[config.mk]
export PLATFORM = sky130hd
export DESIGN_NAME = packet_router_top
export DESIGN_NICKNAME = d
export VERILOG_FILES = /design/src/source/router_pkg.sv /design/src/source/symbol_receiver.sv /design/src/source/slot_buffer.sv /design/src/source/queue_bank.sv /design/src/source/drop_stats.sv /design/src/source/packet_router_top.sv
export VERILOG_INCLUDE_DIRS = /design/src /design/src/include
export SDC_FILE = /design/constraint.sdc
export NUM_CORES = 1
export LEC_CHECK = 0
export ABC_AREA = 1
export BUFFER_PORTS_ARGS = -buffer_cell sky130_fd_sc_hd__buf_2
export CAP_MARGIN = 40
export CORE_AREA = 2 2 162 164
export CTS_CLUSTER_SIZE = 16
export DETAILED_ROUTE_END_ITERATION = 7
export DIE_AREA = 0 0 164 166
export HOLD_SLACK_MARGIN = 0.02
export PLACE_DENSITY_LB_ADDON = 0.2
export SLEW_MARGIN = 20
export SYNTH_ARGS = -nofsm -noshare
export SYNTH_HDL_FRONTEND = slang
export SYNTH_SLANG_ARGS = --single-unit
export TNS_END_PERCENT = 100
[constraint.sdc]
create_clock -name clk -period 4.8 [get_ports clk]
set_input_delay 0.72 -clock clk [delete_from_list [all_inputs] [get_ports clk]]
set_output_delay 0.72 -clock clk [all_outputs]
set_load 0.01 [all_outputs]
[src/include/router_config.svh]
`ifndef ROUTER_CONFIG_SVH
`define ROUTER_CONFIG_SVH

// Queue geometry
`define ROUTER_QUEUES 4
`define ROUTER_SLOTS 6

// Consecutive start cycles to arm the receiver
`define ROUTER_START_HOLD 3

// Per-queue drop counter that wraps
`define ROUTER_DROP_W 8

// Total drop counter that wraps
`define ROUTER_TOTAL_W 10

`endif

[src/source/router_pkg.sv]
`include "router_config.svh"

package router_pkg;

	// Four-bit packet with dest received first
	typedef struct packed {
		logic [1:0] dest;	// Queue select
		logic [1:0] payload;
	} packet_t;

	// 7 marks an empty slot and 0 to 3 a stored payload
	typedef logic [2:0] slot_t;

	// Slot 0 holds the newest entry
	typedef slot_t [`ROUTER_SLOTS-1:0] slot_vec_t;

	// Everything visible about one queue
	typedef struct packed {
		slot_vec_t                 slots;
		logic [2:0]                occupancy;	// Occupied slots
		logic [`ROUTER_DROP_W-1:0] drops;
	} queue_view_t;

endpackage

[src/source/symbol_receiver.sv]
`timescale 1ns/1ps
`include "router_config.svh"

module symbol_receiver import router_pkg::*; (
	input  logic    clk,
	input  logic    reset,
	input  logic    start,
	input  logic    bin0,
	input  logic    bin1,
	output logic    armed,
	output packet_t pkt,
	output logic    pkt_valid
);

	localparam int HOLD_W = $clog2(`ROUTER_START_HOLD + 1);

	logic [HOLD_W-1:0] hold_cnt;	// Consecutive start cycles
	logic              sep_seen;
	logic [1:0]        bit_idx;
	logic [2:0]        shift_reg;	// Bits received so far
	logic [1:0]        symbol;
	logic              bit_valid;
	logic              bit_value;

	assign symbol = {bin1, bin0};

	// 10 is bit 0 and 01 is bit 1 when a separator came first
	always_comb begin
		case (symbol)
			2'b10: begin
				bit_valid = sep_seen;
				bit_value = 1'b0;
			end
			2'b01: begin
				bit_valid = sep_seen;
				bit_value = 1'b1;
			end
			default: begin
				bit_valid = 1'b0;
				bit_value = 1'b0;
			end
		endcase
	end

	always_ff @(posedge clk) begin
		if (reset) begin
			hold_cnt  <= '0;
			armed     <= 1'b0;
			sep_seen  <= 1'b0;
			bit_idx   <= 2'd0;
			pkt_valid <= 1'b0;
		end else begin
			pkt_valid <= 1'b0;
			if (!armed) begin
				if (start) begin
					if (hold_cnt == HOLD_W'(`ROUTER_START_HOLD - 1)) begin
						hold_cnt <= '0;
						armed    <= 1'b1;
						sep_seen <= 1'b1;	// Arming counts as a separator
						bit_idx  <= 2'd0;
					end else begin
						hold_cnt <= hold_cnt + 1'b1;
					end
				end else begin
					hold_cnt <= '0;	// Run broken
				end
			end else if (symbol == 2'b11) begin
				sep_seen <= 1'b1;
			end else if (bit_valid) begin
				sep_seen <= 1'b0;
				bit_idx  <= bit_idx + 2'd1;
				if (bit_idx == 2'd3) begin
					pkt_valid <= 1'b1;
					armed     <= 1'b0;	// Next packet needs a new arming
				end
			end
		end
	end

	// Packet assembly with MSB first
	always_ff @(posedge clk) begin
		if (armed && bit_valid) begin
			shift_reg <= {shift_reg[1:0], bit_value};
			if (bit_idx == 2'd3)
				pkt <= {shift_reg, bit_value};
		end
	end

	assert property (@(posedge clk) disable iff (reset) pkt_valid |=> !pkt_valid)
		else $error("pkt_valid high on two consecutive cycles");

endmodule

[src/source/slot_buffer.sv]
`timescale 1ns/1ps
`include "router_config.svh"

module slot_buffer import router_pkg::*; (
	input  logic       clk,
	input  logic       reset,
	input  logic       push,
	input  logic [1:0] payload,
	output slot_vec_t  slots,
	output logic [2:0] occupancy,
	output logic       overflow
);

	localparam slot_t EMPTY = 3'd7;

	// Shift history where the oldest entry falls off the top
	always_ff @(posedge clk) begin
		if (reset) begin
			slots    <= {`ROUTER_SLOTS{EMPTY}};
			overflow <= 1'b0;
		end else begin
			overflow <= 1'b0;
			if (push) begin
				slots    <= {slots[`ROUTER_SLOTS-2:0], {1'b0, payload}};
				overflow <= ~slots[`ROUTER_SLOTS-1][2];	// Lost an occupied entry
			end
		end
	end

	// Occupied slots have the top bit clear
	always_comb begin
		occupancy = 3'd0;
		for (int i = 0; i < `ROUTER_SLOTS; i++) begin
			if (!slots[i][2])
				occupancy = occupancy + 3'd1;
		end
	end

	assert property (@(posedge clk) disable iff (reset)
		occupancy <= 3'(`ROUTER_SLOTS))
		else $error("occupancy %0d above slot count", occupancy);

endmodule

[src/source/queue_bank.sv]
`timescale 1ns/1ps
`include "router_config.svh"

module queue_bank import router_pkg::*; (
	input  logic                      clk,
	input  logic                      reset,
	input  packet_t                   pkt,
	input  logic                      pkt_valid,
	output slot_vec_t                 slots     [`ROUTER_QUEUES],
	output logic [2:0]                occupancy [`ROUTER_QUEUES],
	output logic [`ROUTER_QUEUES-1:0] overflow
);

	logic [`ROUTER_QUEUES-1:0] push;	// One-hot queue select

	genvar q;
	generate
		for (q = 0; q < `ROUTER_QUEUES; q++) begin : g_queue
			assign push[q] = pkt_valid && (pkt.dest == 2'(q));

			slot_buffer slot_buffer_i (
				.clk       (clk),
				.reset     (reset),
				.push      (push[q]),
				.payload   (pkt.payload),
				.slots     (slots[q]),
				.occupancy (occupancy[q]),
				.overflow  (overflow[q])
			);
		end
	endgenerate

	assert property (@(posedge clk) disable iff (reset) $onehot0(push))
		else $error("more than one queue pushed, push = %b", push);

endmodule

[src/source/drop_stats.sv]
`timescale 1ns/1ps
`include "router_config.svh"

module drop_stats (
	input  logic                       clk,
	input  logic                       reset,
	input  logic [`ROUTER_QUEUES-1:0]  overflow,
	output logic [`ROUTER_DROP_W-1:0]  drops [`ROUTER_QUEUES],
	output logic [`ROUTER_TOTAL_W-1:0] drop_total
);

	localparam int HIT_W = $clog2(`ROUTER_QUEUES + 1);

	logic [HIT_W-1:0] hit_count;	// Pulses this cycle

	always_comb begin
		hit_count = '0;
		for (int q = 0; q < `ROUTER_QUEUES; q++) begin
			if (overflow[q])
				hit_count = hit_count + 1'b1;
		end
	end

	// Per-queue counters
	always_ff @(posedge clk) begin
		if (reset) begin
			for (int q = 0; q < `ROUTER_QUEUES; q++)
				drops[q] <= '0;
		end else begin
			for (int q = 0; q < `ROUTER_QUEUES; q++) begin
				if (overflow[q])
					drops[q] <= drops[q] + 1'b1;
			end
		end
	end

	always_ff @(posedge clk) begin
		if (reset)
			drop_total <= '0;
		else
			drop_total <= drop_total + `ROUTER_TOTAL_W'(hit_count);
	end

endmodule

[src/source/packet_router_top.sv]
`timescale 1ns/1ps
`include "router_config.svh"

module packet_router_top import router_pkg::*; (
	input  logic                       clk,
	input  logic                       reset,
	input  logic                       start,
	input  logic                       bin0,
	input  logic                       bin1,
	output logic                       armed,
	output packet_t                    pkt,
	output logic                       pkt_valid,
	output queue_view_t                queues [`ROUTER_QUEUES],
	output logic [`ROUTER_TOTAL_W-1:0] drop_total
);

	slot_vec_t                 q_slots     [`ROUTER_QUEUES];
	logic [2:0]                q_occupancy [`ROUTER_QUEUES];
	logic [`ROUTER_DROP_W-1:0] q_drops     [`ROUTER_QUEUES];
	logic [`ROUTER_QUEUES-1:0] q_overflow;

	symbol_receiver symbol_receiver_i (
		.clk       (clk),
		.reset     (reset),
		.start     (start),
		.bin0      (bin0),
		.bin1      (bin1),
		.armed     (armed),
		.pkt       (pkt),
		.pkt_valid (pkt_valid)
	);

	queue_bank queue_bank_i (
		.clk       (clk),
		.reset     (reset),
		.pkt       (pkt),
		.pkt_valid (pkt_valid),
		.slots     (q_slots),
		.occupancy (q_occupancy),
		.overflow  (q_overflow)
	);

	drop_stats drop_stats_i (
		.clk        (clk),
		.reset      (reset),
		.overflow   (q_overflow),
		.drops      (q_drops),
		.drop_total (drop_total)
	);

	// One view per queue
	genvar q;
	generate
		for (q = 0; q < `ROUTER_QUEUES; q++) begin : g_view
			assign queues[q] = '{slots: q_slots[q], occupancy: q_occupancy[q], drops: q_drops[q]};
		end
	endgenerate

endmodule

==> results of run 1 <==
[routing by layer]
metal	wire (um)	part of all wire [%]	vias to the layer above	GRT usage, %
met3	953	5.9	13	4.00
met5	0	0	-	0
li1	-	-	2927	-
met2	7070	44	112	19.7
met1	7970	49	2493	16.5
met4	154	0.95	0	3.32
[critical path, delay by kind of cell, from the launching register on]
family	cells	cell delay (ns)
xor+xnor	2	0.32
fa+ha+maj	4	1.06
buf+inv	4	0.35
flops	1	0.36
simple gates	7	0.82
[stage by stage]
step,area [um2],hold WS (ns),util (%)
2_1_floorplan,6270,0.400,-
3_3_place_gp,7220,0.402,28.2
3_5_place_dp,7220,0.407,28.2
4_1_cts,7800,0.421,30.4
5_1_grt,7800,0.438,30.4
6_report,7800,0.419,30.4
[final cells by class]
class,instances,area (um2)
clock buffer,18,429
clock inverter,13,148
fill,2777,17800
inverter,79,298
multi-input combinational,581,3090
sequential,132,2710
tap,335,419
timing repair buffer,139,703
[final timing paths]
kind,end,cells after the start
worst max-delay path,queues[97],17
worst min-delay path,symbol_receiver_i.pkt[3],0
worst max register to register,drop_stats_i.drop_total[8],17
worst min register to register,symbol_receiver_i.pkt[3],0
[where the power goes]
| part | switching [W] | total, W | internal [W] |
|---|---|---|---|
| Combinational | 0.0000277 | 0.0000370 | 0.00000930 |
| Sequential | 0.00000129 | 0.00111 | 0.00111 |
| Clock | 0.000537 | 0.00131 | 0.000771 |
| Total | 0.000566 | 0.00245 | 0.00189 |
[cell families (layout without fill, tap and decap cells)]
family / count (synthesis) / in the layout / share of synthesized area (%)
AOI/OAI and AO/OA: 79 / 79 / 8.32
xor gates and xnor gates: 23 / 23 / 3.21
adders and majority gates: 35 / 35 / 7.11
buffers and inverters: 107 / 249 / 7.48
DFF: 132 / 132 / 43.3
and+or+nand+nor: 444 / 444 / 30.6
[layout by cell type (no fill, tap or decap), drive strengths merged, types with 7 or more instances in the layout]
cell type  instances
buf              139
o211ai            15
inv               84
ha                34
dfxtp            125
nand2            240
nor2              61
xor2              14
nand3            122
xnor2              9
edfxtp             7
nand4              7
clkbuf            18
o21ai             25
a21oi             31
==> out/metrics.csv, run 1 <==
metric,value,unit
status,"complete, no violations",
largest registers,"queue_bank_i.g_queue.slot_buffer_i.slots (72), drop_stats_i.drops (32), drop_stats_i.drop_total (10)",
slowest CP cell,dfxtp_1,
pin count of the biggest net entering global routing,55,
Num Clock Sinks,132,
gpl congestion,0.741,
Worst-Skew Late Latency,0.42,ns
CP Launch Type,register,
Ports,137,
max reg flops,72,
Initial DRC Count,302,
"Distinct cells, synth",31,
"IR drop worst, VDD",0.000174,V
initial antenna violation count,0,
fin cells,1297,
DP Worst Slack,1.20,ns
# resized after CTS,0,
post-synthesis sequential area ratio,43.3,%
crit path DAT,3.32,ns
PnR Total Power,0.00245,W
I/O Buffers,136,
grt ovf,0,
die area,27200,um2
drt via density,4.28,
post-synthesis cell area,6270,um2
Slew HR,55.8,%
# H-tree levels,4,
core area,25600,um2
crit-path max cell delay,0.36,ns
dominant cells by area after synthesis,"dfxtp_1 40%, nand2_1 14%, nand3_1 9.4%, ha_1 6.8%, inv_1 4.1%",
pwr dens,314,nW/um2
Slew Limit Fails,0,
Synth Instances,820,
first-pass GRT wire length,27.5,mm
Tcrit/Tclk final,84.2,%
syn nets,860,
post-DR wirelength/cell,12.4,um
drt first pass iters,5,
Crit Path Max Fanout,3,
number of diodes,0,
Synth area leader,dfxtp_1,
critical path data required time,4.08,ns
Setup TNS Final,0,ns
final worst slack,0.758,ns
post-synth top area share,39.9,%
hold_sp,symbol_receiver_i.shift_reg[2],
root buffer cell,clkbuf_16,
Top reg by flops,queue_bank_i.g_queue.slot_buffer_i.slots,
Placed Cells incl. Taps,1266,
critical register-to-register path startpoint,queue_bank_i.g_queue[0].slot_buffer_i.overflow,
vias in the first global route,5365,
Inserted Clock Buffers,17,
crit path launch,queue_bank_i.g_queue[0].slot_buffer_i.slots[2],
RSZ-0062 raised after global routing,no,
DIE WIDTH,164,um
# rows,59,
Post-synth EDFFs,7,
Vias,5545,
ys async rst share,0,%
synth cell count leaders,"240 x nand2_1, 125 x dfxtp_1, 118 x nand3_1, 68 x inv_1, 56 x nor2_1",
min Tclk post-route,4.04,ns
crit end category,output pin,
warning count from the yosys run,0,
Global Route Usage Sum,12.5,%
most frequent cell after synthesis,nand2_1,
setup bufs post-CTS,0,
register-to-register setup slack,1.70,ns
timing-limited maximum frequency,247,MHz
CP most frequent cell,nand2_1,
Hold Path Class,reg -> reg,
Slew @ Worst Pin,0.663,ns
Clock transition at path regs,0.07,ns
layout cells sized above 1,22.0,%
"antenna viol nets, final",0,
CTS tree,built,
Final HPWL DP,11.5,mm
Initial Utilization,24.5,%
Max Cap Violations,0,
drt total wl,16.1,mm
"Setup violations, final",0,
Leak Pwr,3.92,nW
Synth Register Bits,132,
nets@finish,990,
Max Buffers Root-to-Sink,2,
syn avg cell area,7.64,um2
clk_skew,0.0121,ns
CP Class,reg -> out,
final hold vios,0,
Most used DFF post-synth,dfxtp_1,
worst-path cell chain,"inv_1, ha_1, inv_1, nand2_1, nand2_1, inv_1, ha_1, nand2_1, nand2_1, ha_1, or2_2, and2_1, ha_1, nand2_1, xor2_1, xor2_1, buf_2",
area delta synth->final,24.4,%
die height,166,um
# DRC,0,
"Hold-fix buffers, CTS",0,
No activity file was read; power rests on OpenSTA's default activity.
==> run 2, diff against run 1 <==
==> constraint.sdc (replaced) <==
create_clock -name clk -period 3.71 [get_ports clk]
set_input_delay 0.5565 -clock clk [delete_from_list [all_inputs] [get_ports clk]]
set_output_delay 0.5565 -clock clk [all_outputs]
set_load 0.01 [all_outputs]
==> out/metrics.csv, run 2 (synthesized netlist as in run 1, its figures left out) <==
metric,value,unit
vias in the first global route,5326,
first-pass GRT wire length,27.4,mm
Max Cap Violations,0,
Ports,137,
PnR Total Power,0.00319,W
area delta synth->final,32.3,%
Placed Cells incl. Taps,1269,
Slew HR,48.5,%
layout cells sized above 1,30.5,%
clk_skew,0.0125,ns
# H-tree levels,4,
min Tclk post-route,3.54,ns
die area,27200,um2
largest registers,"queue_bank_i.g_queue.slot_buffer_i.slots (72), drop_stats_i.drops (32), drop_stats_i.drop_total (10)",
Inserted Clock Buffers,17,
CP Launch Type,register,
final hold vios,0,
"Hold-fix buffers, CTS",0,
DIE WIDTH,164,um
worst hold stages,0,
I/O Buffers,136,
Vias,5737,
Max Buffers Root-to-Sink,2,
crit path DAT,2.99,ns
number of diodes,0,
Initial Utilization,24.5,%
Crit Path Max Fanout,3,
grt ovf,0,
Clock transition at path regs,0.07,ns
"antenna viol nets, final",0,
Slew @ Worst Pin,0.772,ns
crit end category,output pin,
# rows,59,
Slew Limit Fails,0,
"Setup violations, final",0,
CP Class,reg -> out,
fin cells,1327,
Top reg by flops,queue_bank_i.g_queue.slot_buffer_i.slots,
critical path data required time,3.15,ns
"commonest non-fill, non-tap cell in the layout",nand2_1,
post-DR wirelength/cell,12.8,um
pwr dens,384,nW/um2
drt via density,4.32,
root buffer cell,clkbuf_16,
Worst-Skew Late Latency,0.42,ns
die height,166,um
Num Clock Sinks,132,
timing-limited maximum frequency,282,MHz
CTS tree,built,
Final HPWL DP,11.6,mm
pin count of the biggest net entering global routing,62,
Initial DRC Count,295,
max reg flops,72,
status,"complete, no violations",
drt total wl,16.9,mm
drt first pass iters,4,
"IR drop worst, VDD",0.000304,V
Global Route Usage Sum,12.6,%
nets@finish,1019,
# DRC,0,
Hold Path Class,reg -> reg,
Leak Pwr,4.11,nW
worst reg2reg path depth,17,
Tcrit/Tclk final,95.5,%
initial antenna violation count,0,
"commonest non-fill, non-tap cells in the layout","221 x nand2_1, 136 x buf_2, 117 x nand3_1, 117 x dfxtp_1, 56 x nor2_1",
core area,25600,um2
gpl congestion,0.744,
Hold WS,0.421,ns
==> run 2: cell count changes in the layout (fill, tap and decap cells not counted), sizes merged <==
cell      previous run  this run
clkbuf              18        19
clkinv               2         4
clkinvlp             4         3
inv                 84        83
buf                139       168
==> run 2: final timing paths <==
path	end	slack [ns]	from
setup reg to reg	drop_stats_i.drop_total[8]	0.66	queue_bank_i.g_queue[1].slot_buffer_i.overflow
setup / recovery	queues[10]	0.17	queue_bank_i.g_queue[3].slot_buffer_i.slots[5]
hold / removal	symbol_receiver_i.pkt[3]	0.42	symbol_receiver_i.shift_reg[2]
hold reg to reg	symbol_receiver_i.pkt[3]	0.42	symbol_receiver_i.shift_reg[2]
==> run 2: repair_timing <==
action / in CTS / in global routing
setup buffers: 18 / 9
gates cloned: 0 / 0
resized for setup: 31 / 45
setup endpoints to repair: 6 / 5
pin swaps: 12 / 33
==> run 2: routing by layer <==
layer  wire [um]  vias up  part of all wire, %  global-route usage, %
met2        7800      110                   46                   20.1
met3         906        8                  5.4                   3.82
met5           0        -                    0                      0
met4         142        0                 0.84                   3.43
met1        8090     2634                   48                   16.3
li1            -     2985                    -                      -
==> run 2: worst max-delay path, stage by stage (launching register included) <==
cell     delay, ns
dfxtp_2       0.35
inv_2         0.06
ha_4          0.25
inv_2         0.05
nand2_2       0.05
nand2_2       0.07
inv_1         0.04
ha_1          0.26
nand2_1       0.08
nand2_1       0.05
ha_1          0.26
or2_4         0.23
and2_4        0.16
ha_4          0.15
nand2_2       0.05
xor2_1        0.17
xor2_1        0.15
buf_2         0.14
==> run 2: power breakdown <==
| part | switching (W) | total, W | internal [W] |
|---|---|---|---|
| combinational | 0.0000366 | 0.0000487 | 0.0000121 |
| clock | 0.000688 | 0.00171 | 0.00102 |
| sequential | 0.00000166 | 0.00143 | 0.00143 |
| total | 0.000726 | 0.00319 | 0.00246 |
==> run 2: layout make-up <==
type                            instances  area (um2)
Multi-Input combinational cell        581        3330
Tap cell                              335         419
Sequential cell                       132        2720
Timing Repair Buffer                  168         925
Clock buffer                           19         443
Clock inverter                         13         148
Fill cell                            2759       17300
Inverter                               79         300
==> run 2: per-stage QoR <==
stage | util, % | area, um2 | setup TNS (ns) | worst slack [ns]
after CTS | 31.4 | 8050 | 0 | 0.00394
after detailed placement | 28.3 | 7240 | 0 | 0.202
final | 32.4 | 8290 | 0 | 0.168
after global routing | 32.4 | 8290 | -0.0277 | -0.0249
after global placement | 28.3 | 7240 | 0 | 0.314
after floorplan | - | 6270 | 0 | 0.378
